### src/rtl/lspcPkg.sv
// Shared widths and register offsets; VRAM is one flat 64K-word space with no slow/fast zones
`default_nettype none

package lspcPkg;

	// ====================
	// Bus and VRAM widths
	// ====================

	// CPU data and VRAM word
	typedef logic [15:0] wordT;

	// Flat word address, full 16-bit range
	typedef logic [15:0] vramAddrT;
	localparam int VRAM_WORDS = 65536;

	// CPU address bits 3:1
	typedef logic [2:0] regSelT;

	// Register offsets
	localparam regSelT REG_VRAMADDR = 3'd0;
	localparam regSelT REG_VRAMRW   = 3'd1;
	localparam regSelT REG_VRAMMOD  = 3'd2;
	localparam regSelT REG_LSPCMODE = 3'd3;

	// ====================
	// Auto-animation
	// ====================

	typedef logic [2:0] aaCountT;
	// Frames per step minus one
	typedef logic [7:0] aaSpeedT;

	// Field positions inside the mode word
	localparam int AA_SPEED_LSB   = 8;
	localparam int AA_DISABLE_BIT = 3;

	// ====================
	// Sprite fields
	// ====================

	typedef logic [8:0]  rasterT;
	typedef logic [19:0] tileT;
	typedef logic [7:0]  yShrinkT;
	// Only bits 0 and 5 matter for the 33-tile case
	typedef logic [5:0]  sprSizeT;
	typedef logic [7:0]  lineT;
	typedef logic [15:0] loRomAddrT;

endpackage

`default_nettype wire

### src/rtl/sprLineCalc.sv
// Outputs lag inputs by one clock; raster bit 8 and size bits 4:1 play no part
`timescale 1ns/1ns
`default_nettype none

module sprLineCalc (
	input  wire                     CLK,
	input  wire                     T73A_OUT,
	input  wire lspcPkg::rasterT    raster,
	input  wire                     flip,
	input  wire lspcPkg::rasterT    sprY,
	input  wire lspcPkg::yShrinkT   yShrink,
	input  wire lspcPkg::sprSizeT   sprSize,
	output lspcPkg::loRomAddrT      loRomAddr,
	output logic                    sprContinuous
);
	import lspcPkg::*;

	lineT       lookahead;
	logic [8:0] ySum;
	logic       topHalf;
	lineT       lineA;
	logic [8:0] shrinkSum;
	logic       contNext;
	lineT       lineB;
	lineT       loLine;

	// ====================
	// Line position
	// ====================

	// Next line, with field parity in the low bit
	assign lookahead = {raster[7:1], flip} + 1'b1;
	assign ySum      = {1'b0, lookahead} + {1'b0, sprY[7:0]};
	// Carry agrees with sprY bit 8 in the upper half
	assign topHalf   = (sprY[8] == ySum[8]);
	// Lower half mirrored
	assign lineA     = topHalf ? ySum[7:0] : ~ySum[7:0];

	// ====================
	// 33-tile case
	// ====================

	// Line runs past the shrunk height
	assign shrinkSum = {1'b0, lineA} + {1'b0, ~yShrink};
	assign contNext  = sprSize[0] & sprSize[5] & shrinkSum[8];
	assign lineB     = lineA + {~yShrink[6:0], 1'b0};
	assign loLine    = contNext ? ~lineB : lineA;

	// Single register stage
	always_ff @(posedge CLK or negedge T73A_OUT) begin
		if (!T73A_OUT) begin
			loRomAddr     <= '0;
			sprContinuous <= 1'b0;
		end else begin
			// Shrink value selects the ROM page
			loRomAddr     <= {yShrink, loLine};
			sprContinuous <= contNext;
		end
	end

endmodule

`default_nettype wire

### config.mk
export PLATFORM = sky130hd
export DESIGN_NAME = sprLineCalc
export DESIGN_NICKNAME = d
export VERILOG_FILES = /design/src/rtl/lspcPkg.sv /design/src/rtl/sprLineCalc.sv
export SDC_FILE = /design/constraint.sdc
export NUM_CORES = 1
export LEC_CHECK = 0
export ABC_AREA = 1
export BUFFER_PORTS_ARGS = -buffer_cell sky130_fd_sc_hd__clkbuf_2
export CAP_MARGIN = 40
export CORE_UTILIZATION = 40
export DETAILED_ROUTE_END_ITERATION = 10
export GPL_TIMING_DRIVEN = 1
export PLACE_DENSITY = 0.77
export SLEW_MARGIN = 20
export SYNTH_ARGS = -nofsm -noshare
export SYNTH_HDL_FRONTEND = slang
export SYNTH_SLANG_ARGS = --single-unit
export TNS_END_PERCENT = 5
### constraint.sdc
create_clock -name CLK -period 0.8 [get_ports CLK]
set_input_delay 0.12 -clock CLK [delete_from_list [all_inputs] [get_ports CLK]]
set_output_delay 0.12 -clock CLK [all_outputs]
set_load 0.05 [all_outputs]
==> summary.txt, run 1 <==
Power and ir drop
  – Pwr Total: 6.813 mW
  – VDD IR max: 908.9 uV
  – Lkg Pwr: 1.514 nW
  – PwrDens: 2470 mW/mm^2

Finish
  – Post-route cell area: around 0.0028 mm^2
  – Fin nets: 372
  – Register area: 425.4 um^2
  – Antenna cells: 0
  – Final non-filler cell total: 360
  – FILL cells: 255
  – Footprint of the multi-input gates: between 0.001 and 0.0015 mm^2
  – Layout area overhead: 71.78%
  – Fraction of final layout cells with drive strength greater than 1: between 40% and 50%

Timing
  – Slew @ Worst Pin: 430.4 ps
  – Rel. slew slack: 71.21%
  – Setup Viol. Count Final: 26
  – WHS: 39.74 ps
  – Final hold viol count: 0
  – Total negative slack: -22090 ps
  – Max-slew violation count: 0
  – Highest achievable clock rate: 322.2 MHz
  – Final period util: 388.0%
  – Unrepaired setup endpoints after global routing: true
  – Crit path time final: 3104 ps
  – Final worst slack: -2304 ps

Placement
  – Placed Cells: 341
  – Buffers on Ports: 45
  – Dpl hpwl: 2913 um
  – Routability Congestion: 0.8338
  – Placed Area: 0.002218 mm^2

Floorplanning
  – Initial core utilization: 42.88%
  – # IOs: 52
  – Area of the core: 0.003744 mm^2
  – Die area: about 0.0043 mm^2
  – Chip width: 65.35 um
  – Die Ht: 65.35 um
  – Rows: 22

Route
  – DR pass1 iterations: 4
  – Number of DRC markers in iteration 0: between 100 and 150
  – Routed via count: 1735
  – WL per Instance: 12.62 um
  – Final WL: 4542 um
  – Post-DRT Antenna Nets: 0
  – DRC viols: 0
  – Via density: a little under 5

Clock tree
  – TritonCTS buffer count: 3
  – CTS root buf: clkbuf_8
  – Clk buf depth: 2
  – CTS tree: done
  – H-tree levels: 1
  – Clock net sink count: 17
  – Clock slew at reported path FFs: 60 ps

Global route
  – Met1 track demand over resource: 20.92%
  – Layer carrying the most global-route usage: met2
  – Number of global-route vias before repair: 1679
  – First-pass GRT wire length: 6768 um
  – Total grt overflow: 0
  – Antenna violations before repair: 0
  – Largest net degree at the start of global routing: 18
  – Grt met3 use: under 10%
  – Global-route met2 utilization: 40.08%
  – GRT Total Usage: between 20% and 30%

Yosys
  – Number of synthesized flops with an enable pin: 0
  – Predominant post-synthesis flop cell: dfrtp_1
  – Register area share after synthesis: 26.50%
  – Synth Instances: 206
  – YS warnings: 0
  – Syn Nets: ~270
  – Yosys cell types: 25
  – Fraction of registers with async set or reset after synthesis: 100.0%
  – Syn Area/Cell: ~7.8 um^2
  – #FFs+latches synth: 17
  – Mapped Area: 0.001605 mm^2

Min path
  – Hold-critical path depth: 1
  – Hold_sp: yShrink[1]
  – Worst hold path class: input port to register
  – Worst Hold Endpoint: loRomAddr[9]

Setup path
  – CP Launch Type: input port
  – Critical path type: input port to register
  – Crit-path slowest cell: ha_1
  – Crit-path cells: buf_8 > nand2_4 > inv_2 > nand4_1 > nand3b_1 > xnor2_1 > ha_1 > nand2_2 > inv_2 > a21oi_4 > nand3_2 > nand2_4 > xor2_1 > ha_1 > inv_1 > o21ai_1 > a31oi_4 > o21bai_1 > a21oi_1 > nand3b_1 > nand2_1 > nand3_1 > nand2_1
  – WP buf/inv: 4
  – Req. time, crit path: 940 ps
  – Crit path max fanout: 6
  – Largest stage delay on the critical path: 340 ps
  – Crit path capture type: register
  – Worst EP arrival: 3250 ps
  – Delay-heaviest family, CP: simple AND/OR/NAND/NOR gates

Status
  – Status: finished with violations
  – Failing checks: negative setup slack

Flow run
  – Maxcap violations: 0
-- worst max path at each step --
stage,slack [ps],endpoint,start,depth (start not counted)
after floorplan,-2260,loRomAddr[7],raster[2],24
final,-2300,loRomAddr[7],raster[3],23
after global placement,-2400,loRomAddr[7],raster[2],25
after CTS,-2240,loRomAddr[6],raster[2],24
after detailed placement,-2540,loRomAddr[7],raster[2],25
after global routing,-2570,loRomAddr[7],raster[3],23
-- registers in the layout (all words and copies together) (netlist names) --
signal	cells
loRomAddr	16
sprContinuous	1
-- cell families (layout without fill, tap and decap cells) --
logic type,after synthesis,in the layout,share of synthesized area (%)
AOI/OAI and AO/OA,14,14,5.846
adders and majority gates,24,24,19.64
buffers and inverters,38,143,8.885
xor gates and xnor gates,21,21,11.46
and+or+nand+nor,92,93,27.67
DFF,17,17,26.50
-- power breakdown --
part / internal (mW) / total [mW] / switching, mW
clock: 0.353 / 0.635 / 0.282
combinational: 2.29 / 4.98 / 2.68
sequential: 1.07 / 1.20 / 0.132
total: 3.71 / 6.81 / 3.10
-- synthesized netlist by cell type, types with 3 or more instances --
| cell | n | area (um^2) |
|---|---|---|
| nand3b_1 | 3 | 22.52 |
| nand2_2 | 5 | 31.28 |
| a21oi_1 | 6 | 30.03 |
| dfrtp_1 | 17 | 425.4 |
| ha_1 | 22 | 275.3 |
| nand2_1 | 51 | 191.4 |
| xor2_1 | 19 | 166.4 |
| inv_1 | 36 | 135.1 |
| nor2_1 | 7 | 26.28 |
| nand3_1 | 16 | 80.08 |
| nand3_2 | 4 | 40.04 |
| nand2_4 | 3 | 33.78 |
-- per-stage QoR --
stage / setup WS (ps) / utilization (%)
2_1_floorplan: -2258 / -
3_3_place_gp: -2400 / 59.26
3_5_place_dp: -2540 / 59.26
4_1_cts: -2241 / 67.41
5_1_grt: -2566 / 73.66
6_report: -2304 / 73.66
-- metal layers --
layer | routed length [um] | vias up
met5 | 0 | -
li1 | - | 864
met4 | 126 | 0
met1 | 1727 | 780
met3 | 231 | 15
met2 | 2456 | 76
-- cell type report --
cell class / count / area share [%]
Clock buffer: 4 / 1.633
Inverter: 38 / 5.172
Multi-Input combinational cell: 152 / 44.33
Sequential cell: 17 / 15.43
Tap cell: 48 / 2.178
Timing Repair Buffer: 101 / 31.26
-- timing repair --
item,CTS,global route
pin swaps,4,28
setup buffers,2,6
hold buffers,5,1
resized for setup,41,51
gates cloned,1,0
setup endpoints to repair,26,26
endpoints found under the hold margin,21,1
-- cells in the final DEF, fill, tap and decap left out, types with 2 or more instances in the layout --
master	n
nand2_2	7
a21oi_2	2
clkbuf_8	3
nand3_1	16
nor2_1	6
a21oi_1	4
buf_4	47
ha_4	4
nand2_4	5
dlygate4sd3_1	6
buf_8	19
inv_2	6
ha_1	16
clkbuf_2	26
xor2_1	16
dfrtp_1	17
inv_1	31
nand4_1	2
nand3_2	4
xor2_2	2
nand3b_1	3
buf_6	3
ha_2	2
nand2_1	47
No activity file was read; power rests on OpenSTA's default activity.
==> inputs of run 2 (changes only) <==
--- a/config.mk
+++ b/config.mk
@@ -8,10 +8,12 @@
 export ABC_AREA = 1
 export BUFFER_PORTS_ARGS = -buffer_cell sky130_fd_sc_hd__clkbuf_2
 export CAP_MARGIN = 40
-export CORE_UTILIZATION = 40
+export CELL_PAD_IN_SITES_DETAIL_PLACEMENT = 2
+export CELL_PAD_IN_SITES_GLOBAL_PLACEMENT = 2
+export CORE_UTILIZATION = 28
 export DETAILED_ROUTE_END_ITERATION = 10
 export GPL_TIMING_DRIVEN = 1
-export PLACE_DENSITY = 0.77
+export PLACE_DENSITY_LB_ADDON = 0.1
 export SLEW_MARGIN = 20
 export SYNTH_ARGS = -nofsm -noshare
 export SYNTH_HDL_FRONTEND = slang
==> run 2 against run 1 <==
  * Sequential share of layout area shrank 1.0 points
  * Clock power grew 12%
  * Largest power group unchanged
  * The flow still finishes with violations (negative setup slack)
  * Via count grew 13%
  * Count of clock-buffer cells in the layout is the same
  * Global-route usage grew 5.3 points
==> summary.txt, run 2 (synthesis results as in run 1) <==
Global route
  – Largest net degree at the start of global routing: 18 (unchanged)
  – Number of global-route vias before repair: 2262 (+35%)
  – Antenna violations before repair: 0 (unchanged)
  – GRT Total Usage: 25.69% (+5.3 points)
  – Total grt overflow: 0 (unchanged)
  – First-pass GRT wire length: 11610 um (+72%)

Timing
  – Final period util: 429.9% (+42 points)
  – WHS: 92.28 ps (+52.54 ps)
  – Rel. slew slack: 68.35% (-2.9 points)
  – Slew @ Worst Pin: 474.8 ps (+44.42 ps)
  – Unrepaired setup endpoints after global routing: true
  – Crit path time final: 3439 ps (+335.3 ps)
  – Max-slew violation count: 0 (unchanged)
  – Final hold viol count: 0 (unchanged)
  – Highest achievable clock rate: 290.8 MHz (-9.7%)
  – Setup Viol. Count Final: 26 (unchanged)
  – Final worst slack: -2639 ps (-335.3 ps)

Finish
  – Largest Register: loRomAddr
  – Antenna cells: 0 (unchanged)
  – Fraction of final layout cells with drive strength greater than 1: 49.24% (+4.7 points)
  – Layout area overhead: 83.94%
  – Max reg flops: 16 (unchanged)
  – Most frequent cells in the layout: buf_4 (65), nand2_1 (43), inv_1 (32), clkbuf_2 (26), ha_1 (19)
  – Fin nets: 389 (+4.6%)
  – Top flop regs: loRomAddr: 16 flops, sprContinuous: 1 flops
  – Most common cell after layout, fill and taps aside: buf_4
  – FILL cells: 574 (+130%)
  – Final non-filler cell total: 401 (+11%)

Placement
  – Buffers on Ports: 45 (unchanged)
  – Dpl hpwl: 4384 um (+50%)
  – Routability Congestion: 0.7535 (-9.6%)
  – Placed Cells: 378 (+11%)

Floorplanning
  – Initial core utilization: 29.15% (-14 points)
  – Die Ht: 77.72 um (+19%)
  – Chip width: 77.72 um (+19%)
  – Area of the core: 0.005507 mm^2 (+47%)
  – Rows: 27 (+23%)
  – Die area: 0.006040 mm^2 (+41%)
  – # IOs: 52 (unchanged)

Clock tree
  – CTS root buf: clkbuf_8
  – Clock slew at reported path FFs: 80 ps (+20 ps)
  – H-tree levels: 1 (unchanged)
  – CTS tree: done
  – Clk buf depth: 2 (unchanged)
  – Clock net sink count: 17 (unchanged)
  – TritonCTS buffer count: 3 (unchanged)

Setup path
  – Worst EP arrival: 3650 ps (+400 ps)
  – Critical path type: input port to register
  – Crit path capture type: register
  – Req. time, crit path: 1010 ps (+70 ps)
  – Crit path max fanout: 7 (+1)
  – CP Launch Type: input port

Power and ir drop
  – Lkg Pwr: 1.602 nW (+5.8%)
  – VDD IR max: 1581 uV (+74%)
  – PwrDens: 2685 mW/mm^2 (+8.7%)

Status
  – Status: finished with violations
  – Failing checks: negative setup slack

Min path
  – Hold-critical path depth: 2 (+1)
  – Hold_sp: yShrink[0]
  – Worst Hold Endpoint: loRomAddr[8]
  – Worst hold path class: input port to register

Route
  – DRC viols: 0 (unchanged)
  – Via density: 4.893 (+1.5%)
  – Final WL: 9277 um (+100%)
  – Routed via count: 1962 (+13%)
  – DR pass1 iterations: 5 (+1)
  – WL per Instance: 23.13 um (+83%)
  – Post-DRT Antenna Nets: 0 (unchanged)
  – Number of DRC markers in iteration 0: 63 (-57%)

Flow run
  – Maxcap violations: 0 (unchanged)
-- run 2: power breakdown --
| part | total, mW | internal, mW | switching (mW) |
|---|---|---|---|
| clock network | 0.712 | 0.356 | 0.356 |
| logic | 5.97 | 2.49 | 3.48 |
| registers | 1.24 | 1.07 | 0.179 |
-- run 2: worst max path at each step --
stage | startpoint | end | slack (ps) | depth (start not counted)
floorplan | raster[2] | loRomAddr[7] | -2260 | 24
global placement | raster[2] | loRomAddr[7] | -2550 | 25
detailed placement | raster[2] | loRomAddr[7] | -2680 | 25
CTS | raster[2] | loRomAddr[7] | -2310 | 25
global route | raster[1] | loRomAddr[6] | -2770 | 23
finish | raster[1] | loRomAddr[6] | -2640 | 22
-- run 2: final cells by class --
class,count,area (um^2),area share (%)
inverter,38,142.6,4.831
tap,72,90.09,3.051
clock buffer,4,45.04,1.525
timing repair buffer,117,965.9,32.71
multi-input combinational,153,1284,43.47
sequential,17,425.4,14.41
-- run 2: timing repair --
item                                   4_1_cts  5_1_grt
buffers inserted                             6        4
pin swaps                                   18       21
endpoints found under the hold margin       22        1
setup endpoints to repair                   26       26
resized for setup                           47       46
hold buffers                                 6        1
cloned                                       1        1
-- run 2: per-stage QoR --
stage / worst slack (ps) / power [mW] / utilization, % / TNS (ps) / cell area, um^2
after floorplan: -2258 / 3.514 / - / -19170 / 1618
after global placement: -2547 / 4.932 / 42.60 / -22620 / 2346
after detailed placement: -2678 / 5.118 / 42.60 / -23450 / 2346
after CTS: -2310 / 6.496 / 49.22 / -22520 / 2710
after global routing: -2774 / 8.227 / 53.62 / -26440 / 2953
final: -2639 / 7.930 / 53.62 / -25060 / 2953
-- run 2: per-layer routing --
metal,routed length (um),track usage [%],vias up
li1,-,-,895
met1,3322,24.96,971
met2,5271,53.36,67
met3,303,2.353,29
met4,379,11.32,0
met5,0,0,-
-- run 2: critical path, stage by stage --
cell	delay, ps
clkbuf_2	100
ha_1	240
buf_4	150
xor2_1	140
ha_1	390
nand2_1	110
nand2_1	140
nand3_2	160
nand2_2	150
nand2_4	80
nand2_8	130
xor2_2	200
inv_1	140
ha_1	320
nand3_1	120
nand3_2	130
nand2_1	130
nand2_1	90
a21oi_1	270
xor2_1	170
nand3_1	90
nand2_1	80
==> inputs of run 3 (changes only) <==
--- a/config.mk
+++ b/config.mk
@@ -10,10 +10,12 @@
 export CAP_MARGIN = 40
 export CELL_PAD_IN_SITES_DETAIL_PLACEMENT = 2
 export CELL_PAD_IN_SITES_GLOBAL_PLACEMENT = 2
+export CORE_ASPECT_RATIO = 1.4
 export CORE_UTILIZATION = 28
 export DETAILED_ROUTE_END_ITERATION = 10
 export GPL_TIMING_DRIVEN = 1
 export PLACE_DENSITY_LB_ADDON = 0.1
+export SETUP_SLACK_MARGIN = 0.5
 export SLEW_MARGIN = 20
 export SYNTH_ARGS = -nofsm -noshare
 export SYNTH_HDL_FRONTEND = slang
==> run 3 against run 2 <==
  * The flow finishes with violations (negative hold slack, negative setup slack)
  * Count of clock-buffer cells in the layout stayed put
  * Final area is 3.5% lower
  * Cell count is 4.0% lower
  * Utilization is 2.0 points lower
  * Critical path depth is 4 higher
  * Die area hardly changed
  * Highest routed layer unchanged
==> summary.txt, run 3 (synthesis results as in run 1) <==
Route
  – WL per Instance: 17.77 um (-23%)
  – Via density: 4.774 (-2.4%)
  – Final WL: 6840 um (-26%)
  – Routed via count: 1838 (-6.3%)
  – DR pass1 iterations: 4 (-1)
  – Post-DRT Antenna Nets: 0 (unchanged)
  – Number of DRC markers in iteration 0: 46 (-27%)
  – DRC viols: 0 (unchanged)

Setup path
  – CP Launch Type: input port
  – Worst EP arrival: 3460 ps (-190 ps)
  – Crit path max fanout: 6 (-1)
  – Critical path type: input port to register
  – Crit path capture type: register
  – Req. time, crit path: 990 ps (-20 ps)

Finish
  – Final non-filler cell total: 385 (-4.0%)
  – Most common cell after layout, fill and taps aside: buf_4
  – Most frequent cells in the layout: buf_4 (61), nand2_1 (45), inv_1 (31), clkbuf_2 (26)
  – Top flop regs: loRomAddr: 16 flops, sprContinuous: 1 flops
  – Largest Register: loRomAddr
  – Antenna cells: 0 (unchanged)
  – Layout area overhead: 77.55%
  – Max reg flops: 16 (unchanged)
  – Fin nets: 377 (-3.1%)
  – Fraction of final layout cells with drive strength greater than 1: 49.84% (+0.60 points)
  – Core Util, Final: 51.59% (-2.0 points)
  – FILL cells: 627 (+9.2%)

Global route
  – Total grt overflow: 0 (unchanged)
  – GRT Total Usage: 19.88% (-5.8 points)
  – Antenna violations before repair: 0 (unchanged)
  – Largest net degree at the start of global routing: 18 (unchanged)
  – First-pass GRT wire length: 9204 um (-21%)
  – Number of global-route vias before repair: 2107 (-6.9%)

Status
  – Failing checks: negative hold slack, negative setup slack
  – Status: finished with violations

Power and ir drop
  – Net switching power: 3.507 mW (-13%)
  – Lkg Pwr: 1.535 nW (-4.2%)
  – Switching Fraction: 47.23% (-3.4 points)
  – Comb pwr share: 75.0% (-0.3 points)
  – Internal: 3.918 mW (about the same)
  – Clock network fraction of design power: 8.8% (-0.2 points)
  – VDD IR max: 691.9 uV (-56%)
  – PwrDens: 2605 mW/mm^2 (-3.0%)
  – Seq pwr share: 16.1% (+0.4 points)
  – Pwr Total: 7.426 mW (-6.4%)

Floorplanning
  – Die Ht: 91.59 um (+18%)
  – # IOs: 52 (unchanged)
  – Rows: 32 (+19%)
  – Chip width: 66.00 um (-15%)
  – Die area: 0.006044 mm^2 (about the same)
  – Area of the core: 0.005525 mm^2 (+0.34%)
  – Initial core utilization: 29.05% (-0.099 points)

Placement
  – Placed Cells: 369 (-2.4%)
  – Routability Congestion: 0.7867 (+4.4%)
  – Dpl hpwl: 4279 um (-2.4%)
  – Buffers on Ports: 45 (unchanged)

Clock tree
  – CTS root buf: clkbuf_8
  – Clock net sink count: 17 (unchanged)
  – TritonCTS buffer count: 3 (unchanged)
  – Clk buf depth: 2 (unchanged)
  – H-tree levels: 1 (unchanged)
  – Clock slew at reported path FFs: 70 ps (about the same)
  – CTS tree: done

Timing
  – Slew @ Worst Pin: 422.0 ps (-52.76 ps)
  – Total negative slack: -23210 ps (+1851 ps)
  – Final hold viol count: 21 (+21)
  – Final period util: 408.9% (-21 points)
  – Final worst slack: -2472 ps (+167.7 ps)
  – WHS: -212.4 ps (-304.7 ps)
  – Setup Viol. Count Final: 26 (unchanged)
  – Highest achievable clock rate: 305.7 MHz (+5.1%)
  – Crit path time final: 3272 ps (-167.7 ps)
  – Unrepaired setup endpoints after global routing: true
  – Max-slew violation count: 0 (unchanged)
  – Rel. slew slack: 71.86% (+3.5 points)

Flow run
  – Maxcap violations: 0 (unchanged)

Min path
  – Worst hold path class: input port to asynchronous set/reset pin
run 3: changes by cell type in the layout (fill, tap and decap cells not counted), moves of 2 or more:
cell / before / now
buf_4: 65 / 61
ha_1: 19 / 16
ha_4: 2 / 4
a21oi_2: 1 / 3
dlygate4sd3_1: 7 / 0
nand2_1: 43 / 45
nand2_2: 11 / 9
a21oi_1: 4 / 2
nand2_4: 4 / 2
run 3: final timing paths:
path                       slack [ps]  startpoint             to
max                             -2470   raster[3]   loRomAddr[6]
min                              -210    T73A_OUT   loRomAddr[0]
max in group asynchronous         720    T73A_OUT  sprContinuous
min in group CLK                  -10  yShrink[7]  loRomAddr[15]
run 3: area by class of cell:
type / count / area (um^2) / share of cell area (%)
clock buffers: 4 / 45.04 / 1.580
inverters: 38 / 142.6 / 5.004
multi-input cells: 151 / 1275 / 44.73
flip-flops and latches: 17 / 425.4 / 14.93
well taps: 68 / 85.08 / 2.985
repair buffers: 107 / 877.1 / 30.77
run 3: metrics by stage:
step | hold slack, ps | setup slack (ps) | cell area (um^2)
2_1_floorplan | -175.6 | -2258 | 1618
3_3_place_gp | 66.19 | -2718 | 2303
3_5_place_dp | 69.68 | -2812 | 2303
4_1_cts | -200.4 | -2422 | 2572
5_1_grt | -185.1 | -2685 | 2850
6_report | -212.4 | -2472 | 2850
run 3: worst max-delay path, cell delays in order:
cell and delay, ps:
buf_6 90, nand2_2 60, inv_2 40, buf_4 120, buf_4 120, nand4_1 70
xor2_1 150, inv_1 60, ha_1 310, nand2_2 90, nor2_2 140, nand3_2 120
nand2_2 130, nand2_4 90, nand2_8 120, buf_4 130, xor2_2 180, ha_2 350
nand2_1 90, nand3_1 120, nand2_1 120, nand2_1 70, a21oi_2 140, xor2_1 200
nand3_1 130, nand2_1 90
run 3: timing repair:
action / CTS / global route
resized for setup: 41 / 54
hold endpoints to repair: 21 / 22
buffers inserted: 8 / 4
endpoints found under the setup margin: 26 / 26
pin swaps: 16 / 17
run 3: layer usage:
metal | vias up | wire (um) | global-route usage (%)
met5 | - | 0 | 0
met4 | 0 | 266 | 6.206
met1 | 895 | 2288 | 18.05
met2 | 56 | 4139 | 42.94
li1 | 867 | - | -
met3 | 20 | 145 | 1.131
run 3: power by group through the flow:
stage,Sequential (mW),Clock (mW),Combinational (mW)
6_report,1.20,0.657,5.57
5_1_grt,1.21,0.708,5.92
4_1_cts,1.15,0.659,4.52
3_5_place_dp,1.13,0,3.94
3_3_place_gp,1.12,0,3.79
2_1_floorplan,1.88,0,1.64
